[config.mk]
export PLATFORM = sky130hd
export DESIGN_NAME = temp_sensor_top
export DESIGN_NICKNAME = d
export VERILOG_FILES = /design/src/hdl/apb_regs_pkg.sv /design/src/hdl/onewire_pkg.sv /design/src/hdl/apb_result_reader.sv /design/src/hdl/onewire_sequencer.sv /design/src/hdl/result_buffer.sv /design/src/hdl/temp_sensor_top.sv
export SDC_FILE = /design/constraint.sdc
export NUM_CORES = 1
export LEC_CHECK = 0
export BUFFER_PORTS_ARGS = -buffer_cell sky130_fd_sc_hd__buf_2
export CAP_MARGIN = 20
export CORE_MARGIN = 4
export CORE_UTILIZATION = 62
export CTS_CLUSTER_DIAMETER = 100
export DETAILED_ROUTE_END_ITERATION = 16
export PLACE_DENSITY = 0.79
export SLEW_MARGIN = 0
export SYNTH_ARGS = -nofsm -noshare
export SYNTH_HDL_FRONTEND = slang
export SYNTH_SLANG_ARGS = --single-unit
[constraint.sdc]
create_clock -name clk -period 6.65 [get_ports clk]
set_input_delay 0 -clock clk [delete_from_list [all_inputs] [get_ports clk]]
set_output_delay 0 -clock clk [all_outputs]
set_load 0.01 [all_outputs]
[src/hdl/apb_regs_pkg.sv]
// ***********************************************************
// APB register map: request record, offsets, data window
// geometry and the status word layout
// ***********************************************************
package apb_regs_pkg;

  typedef struct packed {
    logic        psel;
    logic        penable;
    logic        pwrite;
    logic [11:0] paddr;
    logic [31:0] pwdata;
  } apb_req_t;

  localparam logic [11:0] CTRL_OFS   = 12'h000; // bit 0 run
  localparam logic [11:0] STATUS_OFS = 12'h004;
  localparam logic [11:0] DATA_BASE  = 12'h100; // frame byte window

  // one result byte per 32 bit word
  localparam int          DATA_STRIDE = 4;
  localparam logic [11:0] DATA_WINDOW = 12'h100; // decoded span of the window

  localparam int CTRL_RUN_BIT = 0;

  typedef struct packed {
    logic [14:0] reserved;
    logic        running;     // mirrors CTRL run
    logic [15:0] frame_count; // completed frames, wraps
  } status_t;

endpackage

[src/hdl/onewire_pkg.sv]
// ***********************************************************
// 1-Wire protocol package: step kinds, command bytes,
// poll script contents, slot timing and the byte-write record
// ***********************************************************
package onewire_pkg;

  // one script step per byte slot
  typedef enum logic [3:0] {
    CMD_NONE, // read slot, shifts out all ones
    CMD_RST,  // reset pulse, bus held low
    CMD_SIT,  // presence window, bus released
    CMD_SKP,  // skip ROM
    CMD_RDS,  // read scratchpad
    CMD_RDR,  // read ROM
    CMD_CVT,  // start conversion
    CMD_DLY   // conversion wait, no byte stored
  } cmd_e;

  localparam int SLOT_TICKS  = 16; // ticks per bit slot
  localparam int SAMPLE_TICK = 3;  // master sample point in the slot
  localparam int FRAME_BYTES = 31; // stored bytes per poll pass

  localparam logic [7:0] OW_SKIP_ROM  = 8'hcc;
  localparam logic [7:0] OW_READ_SCR  = 8'hbe;
  localparam logic [7:0] OW_READ_ROM  = 8'h33;
  localparam logic [7:0] OW_CONVERT   = 8'h44;
  localparam logic [7:0] OW_READ_FILL = 8'hff; // lets the device drive zeros

  typedef struct packed {
    logic       valid;
    logic [4:0] addr;
    logic [7:0] data;
    logic       last;  // marks byte FRAME_BYTES-1
  } byte_wr_t;

  // poll script, one entry per byte slot
  function automatic cmd_e script_cmd(input logic [4:0] addr);
    case (addr)
      5'd0, 5'd16, 5'd27: script_cmd = CMD_RST;
      5'd1, 5'd17, 5'd28: script_cmd = CMD_SIT;
      5'd2, 5'd29:        script_cmd = CMD_SKP;
      5'd3:               script_cmd = CMD_RDS; // 4..12 scratchpad, 13..15 idle
      5'd18:              script_cmd = CMD_RDR; // 19..26 serial number
      5'd30:              script_cmd = CMD_CVT;
      5'd31:              script_cmd = CMD_DLY;
      default:            script_cmd = CMD_NONE;
    endcase
  endfunction

  function automatic logic [7:0] cmd_byte(input cmd_e cmd);
    case (cmd)
      CMD_SKP: cmd_byte = OW_SKIP_ROM;
      CMD_RDS: cmd_byte = OW_READ_SCR;
      CMD_RDR: cmd_byte = OW_READ_ROM;
      CMD_CVT: cmd_byte = OW_CONVERT;
      default: cmd_byte = OW_READ_FILL; // rst/sit/dly ignore it
    endcase
  endfunction

endpackage

[src/hdl/apb_result_reader.sv]
// ***********************************************************
// APB slave for run control, status and the frame data window
// ***********************************************************
`timescale 1ns/1ps

module apb_result_reader (
  input  logic                   clk,
  input  logic                   rst,
  input  apb_regs_pkg::apb_req_t req,
  input  logic [7:0]             rd_data,
  input  logic [15:0]            frame_count,
  output logic [31:0]            prdata,
  output logic                   pready,
  output logic                   pslverr,
  output logic [4:0]             rd_addr,
  output logic                   run
);

  logic        setup;
  logic        is_ctrl;
  logic        is_status;
  logic        is_data;
  logic [11:0] data_ofs;
  logic [11:0] data_idx;
  logic        acc_err;
  logic        data_pend;  // wait state while the buffer reads

  apb_regs_pkg::status_t status;

  assign setup     = req.psel && !req.penable;
  assign is_ctrl   = (req.paddr == apb_regs_pkg::CTRL_OFS);
  assign is_status = (req.paddr == apb_regs_pkg::STATUS_OFS);
  assign data_ofs  = req.paddr - apb_regs_pkg::DATA_BASE;
  assign is_data   = (req.paddr >= apb_regs_pkg::DATA_BASE) &&
                     (data_ofs < apb_regs_pkg::DATA_WINDOW);
  assign data_idx  = data_ofs / 12'(apb_regs_pkg::DATA_STRIDE);
  assign rd_addr   = data_idx[4:0];  // paddr stable from setup on

  // only CTRL takes writes, data index stops at the frame end
  assign acc_err = req.pwrite ? !is_ctrl
                              : !(is_ctrl || is_status ||
                                  (is_data && data_idx < 12'(onewire_pkg::FRAME_BYTES)));

  assign status = '{reserved: '0, running: run, frame_count: frame_count};

  always_ff @(posedge clk or posedge rst) begin
    if (rst) begin
      pready    <= 1'b0;
      pslverr   <= 1'b0;
      data_pend <= 1'b0;
      run       <= 1'b0;
    end else begin
      pready    <= 1'b0;
      pslverr   <= 1'b0;
      data_pend <= 1'b0;
      if (data_pend) begin
        pready <= 1'b1;          // second access cycle
      end else if (setup) begin
        if (!acc_err && !req.pwrite && is_data) begin
          data_pend <= 1'b1;
        end else begin
          pready  <= 1'b1;       // first access cycle
          pslverr <= acc_err;
          if (req.pwrite && is_ctrl)
            run <= req.pwdata[apb_regs_pkg::CTRL_RUN_BIT];
        end
      end
    end
  end

  // read data capture
  always_ff @(posedge clk) begin
    if (data_pend)
      prdata <= {24'h0, rd_data};
    else if (setup && !req.pwrite)
      prdata <= is_status ? status : (32'(run) << apb_regs_pkg::CTRL_RUN_BIT);
  end

  a_pready_access: assert property (@(posedge clk) disable iff (rst)
    pready |-> (req.psel && req.penable));

endmodule

[src/hdl/onewire_sequencer.sv]
// ***********************************************************
// 1-Wire poll sequencer: steps the fixed script, times the
// bit slots, drives the bus and ships each sampled byte
// ***********************************************************
`timescale 1ns/1ps

module onewire_sequencer #(
  parameter int TICK_DIV  = 256,   // clocks per tick
  parameter int DLY_TICKS = 19200  // conversion wait in ticks
) (
  input  logic                 clk,
  input  logic                 rst,
  input  logic                 run,
  input  logic                 owire_in,
  output logic                 drive,
  output onewire_pkg::byte_wr_t wr
);

  logic [15:0] div_cnt;
  logic        tick;
  logic [15:0] slot_cnt;  // tick within slot, or within the delay step
  logic [2:0]  bit_idx;
  logic [4:0]  addr;      // script address == frame byte index
  logic [1:0]  owire_sync;
  logic [7:0]  shreg;     // lsb first, as on the wire

  onewire_pkg::cmd_e cur_cmd;
  logic [7:0]        tx_byte;  // byte shifted out by this step
  logic              tx_bit;
  logic              is_dly;
  logic              slot_last;
  logic              drv_next;

  // tick divider
  always_ff @(posedge clk or posedge rst) begin
    if (rst) begin
      div_cnt <= '0;
      tick    <= 1'b0;
    end else begin
      tick <= (div_cnt == 16'(TICK_DIV - 1));
      if (div_cnt == 16'(TICK_DIV - 1))
        div_cnt <= '0;
      else
        div_cnt <= div_cnt + 16'd1;
    end
  end

  // script rom lookup
  assign cur_cmd = onewire_pkg::script_cmd(addr);
  assign tx_byte = onewire_pkg::cmd_byte(cur_cmd);
  assign tx_bit  = tx_byte[bit_idx];
  assign is_dly  = (cur_cmd == onewire_pkg::CMD_DLY);

  assign slot_last = is_dly ? (slot_cnt == 16'(DLY_TICKS - 1))
                            : (slot_cnt == 16'(onewire_pkg::SLOT_TICKS - 1));

  // slot, bit and byte stepping
  always_ff @(posedge clk or posedge rst) begin
    if (rst) begin
      slot_cnt <= '0;
      bit_idx  <= '0;
      addr     <= '0;
    end else if (tick) begin
      if (!run) begin           // parked at script start
        slot_cnt <= '0;
        bit_idx  <= '0;
        addr     <= '0;
      end else if (slot_last) begin
        slot_cnt <= '0;
        if (is_dly) begin       // wrap to the first reset
          bit_idx <= '0;
          addr    <= '0;
        end else begin
          bit_idx <= bit_idx + 3'd1;
          if (bit_idx == 3'd7)
            addr <= addr + 5'd1;  // 30 -> 31 enters the delay
        end
      end else begin
        slot_cnt <= slot_cnt + 16'd1;
      end
    end
  end

  // bus drive per slot
  always_comb begin
    case (cur_cmd)
      onewire_pkg::CMD_RST: drv_next = 1'b1;  // whole byte low
      onewire_pkg::CMD_SIT,
      onewire_pkg::CMD_DLY: drv_next = 1'b0;  // released
      default:
        // short pulse for a 1, hold through tick 14 for a 0
        drv_next = (slot_cnt == '0) ||
                   (!tx_bit && slot_cnt != 16'(onewire_pkg::SLOT_TICKS - 1));
    endcase
  end

  always_ff @(posedge clk or posedge rst) begin
    if (rst)
      drive <= 1'b0;
    else
      drive <= run && drv_next;  // let go as soon as run drops
  end

  // bus input sync, async pin
  always_ff @(posedge clk or posedge rst) begin
    if (rst)
      owire_sync <= 2'b11;  // idle bus reads high
    else
      owire_sync <= {owire_sync[0], owire_in};
  end

  // sample shift register
  always_ff @(posedge clk) begin
    if (tick && run && !is_dly && slot_cnt == 16'(onewire_pkg::SAMPLE_TICK))
      shreg <= {owire_sync[1], shreg[7:1]};
  end

  // one write per finished byte slot
  always_ff @(posedge clk or posedge rst) begin
    if (rst) begin
      wr <= '0;
    end else begin
      wr.valid <= tick && run && slot_last && !is_dly && bit_idx == 3'd7;
      wr.addr  <= addr;
      wr.data  <= shreg;
      wr.last  <= (addr == 5'(onewire_pkg::FRAME_BYTES - 1));
    end
  end

  // conversion wait keeps the bus free for the parasitic supply
  a_dly_released: assert property (@(posedge clk) disable iff (rst)
    is_dly |-> !drive);

  a_wr_pulse: assert property (@(posedge clk) disable iff (rst)
    wr.valid |=> !wr.valid);

endmodule

[src/hdl/result_buffer.sv]
// ***********************************************************
// two bank frame store, swaps banks on each completed frame
// and counts frames
// ***********************************************************
`timescale 1ns/1ps

module result_buffer (
  input  logic                  clk,
  input  logic                  rst,
  input  onewire_pkg::byte_wr_t wr,
  input  logic [4:0]            rd_addr,
  output logic [7:0]            rd_data,
  output logic [15:0]           frame_count
);

  logic [7:0] mem [0:63];  // {bank, byte}
  logic       fill_sel;    // bank being written
  logic       have_frame;  // read bank holds a full frame

  always_ff @(posedge clk) begin
    if (wr.valid)
      mem[{fill_sel, wr.addr}] <= wr.data;
    // zeros until the first frame lands
    rd_data <= have_frame ? mem[{~fill_sel, rd_addr}] : 8'h00;
  end

  always_ff @(posedge clk or posedge rst) begin
    if (rst) begin
      fill_sel    <= 1'b0;
      have_frame  <= 1'b0;
      frame_count <= '0;
    end else if (wr.valid && wr.last) begin
      fill_sel    <= ~fill_sel;  // last byte still goes to the old bank
      have_frame  <= 1'b1;
      frame_count <= frame_count + 16'd1;
    end
  end

  a_wr_in_frame: assert property (@(posedge clk) disable iff (rst)
    wr.valid |-> (wr.addr < 5'(onewire_pkg::FRAME_BYTES)));

endmodule

[src/hdl/temp_sensor_top.sv]
// ***********************************************************
// temperature sensor poller top: 1-Wire sequencer, frame
// buffer and APB reader
// ***********************************************************
`timescale 1ns/1ps

module temp_sensor_top #(
  parameter int TICK_DIV  = 256,
  parameter int DLY_TICKS = 19200
) (
  input  logic                   clk,
  input  logic                   rst,
  input  apb_regs_pkg::apb_req_t apb,
  input  logic                   owire_in,  // bus level, high when released
  output logic [31:0]            prdata,
  output logic                   pready,
  output logic                   pslverr,
  output logic                   drive      // high pulls the bus low
);

  onewire_pkg::byte_wr_t wr;
  logic [4:0]            rd_addr;
  logic [7:0]            rd_data;
  logic [15:0]           frame_count;
  logic                  run;

  onewire_sequencer #(
    .TICK_DIV (TICK_DIV),
    .DLY_TICKS(DLY_TICKS)
  ) u_seq (
    .clk     (clk),
    .rst     (rst),
    .run     (run),
    .owire_in(owire_in),
    .drive   (drive),
    .wr      (wr)
  );

  result_buffer u_buf (
    .clk        (clk),
    .rst        (rst),
    .wr         (wr),
    .rd_addr    (rd_addr),
    .rd_data    (rd_data),
    .frame_count(frame_count)
  );

  apb_result_reader u_apb (
    .clk        (clk),
    .rst        (rst),
    .req        (apb),
    .rd_data    (rd_data),
    .frame_count(frame_count),
    .prdata     (prdata),
    .pready     (pready),
    .pslverr    (pslverr),
    .rd_addr    (rd_addr),
    .run        (run)
  );

endmodule

==> implementation parameters <==
Parameter                              Value

Power
  Power per cell area ... 283 nW/µm²
  Static Leak ... 9.42 nW
  Largest vdd supply drop ... 206 µV

Route
  Via-to-Cell Ratio ... 6.59
  Initial detailed-routing violation count ... 1,778
  Number of antenna-violating nets in the routed design ... 0
  Total iterations of the first detailed-routing run ... 6
  WL per Instance ... 27.9 µm
  Total via count after detailed routing ... 13,300
  Total wire length ... 56,100 µm
  Residual DRC count ... 0

Synthesis
  Share of synthesized area occupied by flip-flops and latches ... 0.723
  Mapped cell area ... 25,200 µm²
  Number of distinct library cells after synthesis ... 71
  Number of register bits inferred by synthesis ... 626
  Flip-flop cell with the highest count after synthesis ... sky130_fd_sc_hd__edfxtp_1
  Dominant cell type by area after synthesis ... sky130_fd_sc_hd__edfxtp_1
  Count of flip-flops with a built-in enable after synthesis ... 528
  Warnings, synthesis ... 0
  Async set-reset flop share out of synthesis ... 0.129
  Average cell area after synthesis ... 18.3 µm²
  Ranking of synthesized cells by area ... sky130_fd_sc_hd__edfxtp_1, sky130_fd_sc_hd__mux4_2, sky130_fd_sc_hd__dfrtp_1
  Share of the synthesized area in the top cell type ... 0.629
  Mapped Cells ... 1,375

Setup path
  Bufs and invs on worst path ... 1
  Worst path arrival time ... 3.35 ns
  Family with the most delay on the worst path ... compound AO/OA/AOI/OAI gates
  Slowest cell on crit path ... sky130_fd_sc_hd__a211oi_4
  Crit Path Category ... register to register
  Crit path launch type ... register
  Largest stage delay on the critical path ... 0.68 ns
  Worst EP required ... 7.10 ns
  Max FO, Critical Path ... 17
  Sequence of cells on the critical path ... inv_1 -> ha_1 -> mux2i_1 -> o31ai_4 -> a41oi_1 -> a211oi_2 -> a211oi_4 -> o21ai_0
  Kind of end point of the critical path ... register

Timing
  Total negative setup slack ... 0 ns
  Tcrit/Tclk final ... 0.436
  Max-Slew Margin vs Limit ... 0.244
  Worst Tran Pin Value ... 1.13 ns
  Final critical path time including I/O delays and setup ... 2.90 ns
  Final hold slack ... -0.0369 ns
  Count of endpoints failing hold in the final timing report ... 21
  Max-slew violation count ... 0
  Setup violations, final ... 0
  RSZ-0062 raised after global routing ... false
  Worst clock skew ... 0.0227 ns
  Max frequency ... 0.345 GHz

Global routing
  Global-route wire length before repair ... 84,400 µm
  Number of antenna violations at the first check in global routing ... 0
  Aggregate global-route resource usage ... 0.256
  Residual overflow from global routing ... 0
  Via count of the first global-routing pass ... 13,500
  Pin count of the biggest net entering global routing ... 82

Clock network
  Clock slew at the register clock pins of the worst setup and hold paths ... 0.07 ns
  Worst skew pair latency ... 0.62 ns
  TritonCTS clock tree ... yes
  Clock sink total ... 626
  H-Tree Level Count ... 2
  Deepest clock path buffer count ... 3
  Master cell of the clock root buffer ... sky130_fd_sc_hd__clkbuf_16
  Clock buffers created by TritonCTS ... 60

Outcome
  Outcome ... finished with violations
  Violations in the final reports ... negative hold slack

Die
  Die X ... 210 µm
  Number of placement rows ... 73
  I/O pin total ... 85
  Core ar. ... 40,000 µm²
  Die H ... 210 µm
  Initial Util ... 0.630
  Die ar. ... 44,000 µm²

Final layout
  Final std cells w/o fill ... 2,014
  Commonest cells after routing, fill and taps aside ... sky130_fd_sc_hd__edfxtp_1, sky130_fd_sc_hd__mux4_2, sky130_fd_sc_hd__nor2_1
  Antenna Diode Count ... 0
  Commonest non-fill, non-tap cell in the layout ... sky130_fd_sc_hd__edfxtp_1
  Proportion of layout cells with a drive suffix above 1 ... 0.201
  Nets ... 1,500
  Area added between synthesis and finish ... 10.8%

Place
  Count of input and output buffers ... 38
  Global placer's final weighted congestion ... 0.838
  Instance count after placement with tap cells included ... 1,882
  DP Wirelength ... 32,300 µm

Job
  Number of max-cap violations ... 0

Worst hold path
  Worst Hold Class ... input pin to asynchronous set/reset pin
## where the power goes
group | internal, mW | switching [mW] | leakage [nW] | total [mW]
Combinational | 0.109 | 0.138 | 2.48 | 0.247
Sequential | 4.20 | 0.000921 | 5.96 | 4.20
Clock | 2.00 | 1.45 | 0.992 | 3.45
## layer usage
layer	routed length [µm]	GRT usage	vias to the layer above	share of wire
li1	-	-	5558	-
met1	21000	0.360	6859	0.37
met2	28200	0.411	727	0.50
met3	4900	0.0486	129	0.087
met4	2040	0.0950	0	0.036
met5	0	0	-	0
## worst reg2reg max path, delay by kind of cell, from the launching register on
kind	cells	cell delay (ns)
compound gates	5	1.52
flops	1	0.44
fa+ha+maj	1	0.29
mux	1	0.26
buf+inv	1	0.23
## cell type report
class	count	area, µm²
clock buffer	77	1700
clock inverter	35	329
fill	2374	12100
inverter	20	76.3
multi-input combinational	666	6400
sequential	626	18200
tap	525	657
timing repair buffer	65	544
## cells in the mapped netlist (12+ instances only)
library cell and instances:
sky130_fd_sc_hd__buf_6 16, sky130_fd_sc_hd__mux2i_1 34, sky130_fd_sc_hd__nor2_1 112, sky130_fd_sc_hd__nand2_1 66, sky130_fd_sc_hd__edfxtp_1 528, sky130_fd_sc_hd__xor2_1 13
sky130_fd_sc_hd__dfrtp_1 79, sky130_fd_sc_hd__xnor2_1 30, sky130_fd_sc_hd__and3_1 16, sky130_fd_sc_hd__o21ai_0 24, sky130_fd_sc_hd__dfxtp_1 17, sky130_fd_sc_hd__buf_4 23
sky130_fd_sc_hd__mux4_1 18, sky130_fd_sc_hd__clkbuf_1 21, sky130_fd_sc_hd__mux4_2 116, sky130_fd_sc_hd__inv_1 19, sky130_fd_sc_hd__nand3_1 35, sky130_fd_sc_hd__nand4_1 16
sky130_fd_sc_hd__nor2b_1 12
## repair_timing
| item | 4_1_cts | 5_1_grt |
|---|---|---|
| setup buffers | 0 | 0 |
| hold endpoints to repair | 94 | 0 |
| hold buffers | 12 | 0 |
| gates resized for setup | 0 | 0 |
## kinds of logic (layout without fill, tap and decap cells)
family,after synthesis,count (layout),share of synthesized area
AND/OR/NAND/NOR,312,312,0.0596
adder cells (fa/ha/maj),11,11,0.00546
other,1,15,0.000149
flip-flops,626,626,0.723
multiplexers,178,178,0.141
XOR/XNOR,43,43,0.0149
AO/OA/AOI/OAI,107,107,0.0309
buffers and inverters,97,197,0.0255
## state kept, by name, indices dropped and copies added, names as in the netlist
signal / cells
u_seq.shreg: 8
u_buf.rd_data: 8
u_seq.bit_idx: 3
u_seq.slot_cnt: 16
u_buf.have_frame: 1
u_buf.frame_count: 16
u_seq.div_cnt: 16
u_seq.wr: 15
u_apb.pready: 1
u_seq.owire_sync: 2
u_apb.run: 1
u_seq.tick: 1
u_apb.prdata: 17
u_apb.pslverr: 1
u_seq.addr: 5
u_buf.mem: 512
u_apb.data_pend: 1
u_buf.fill_sel: 1
u_seq.drive: 1
## final timing paths
path / cells past startpoint / to / from / slack (ns)
worst min-delay path: 4 / u_seq.slot_cnt[6]$_DFFE_PP0P_ / rst / -0.04
worst max-delay path: 8 / u_seq.bit_idx[1]$_DFFE_PP0P_ / u_seq.addr[0]$_DFFE_PP0P_ / 3.75
worst min register to register: 0 / u_seq.owire_sync[1]$_DFF_PP1_ / u_seq.owire_sync[0]$_DFF_PP1_ / 0.36
worst max register to register: 8 / u_seq.bit_idx[1]$_DFFE_PP0P_ / u_seq.addr[0]$_DFFE_PP0P_ / 3.75
max in group asynchronous: 5 / u_seq.wr[2]$_DFF_PP0_ / rst / 6.08
min in group clk: 5 / u_apb.pslverr$_DFF_PP0_ / apb[42] / 0.07
## through the flow
step / worst slack (ns) / cell area, µm² / utilization / total power, mW
2_1_floorplan: 4.41 / 25300 / - / 4.47
5_1_grt: 3.55 / 27900 / 0.698 / 8.12
3_3_place_gp: 3.71 / 25600 / 0.641 / 4.52
3_5_place_dp: 3.72 / 25600 / 0.641 / 4.52
4_1_cts: 3.81 / 27800 / 0.695 / 7.93
6_report: 3.75 / 27900 / 0.698 / 7.90
Power figures use the tool's default switching activity.
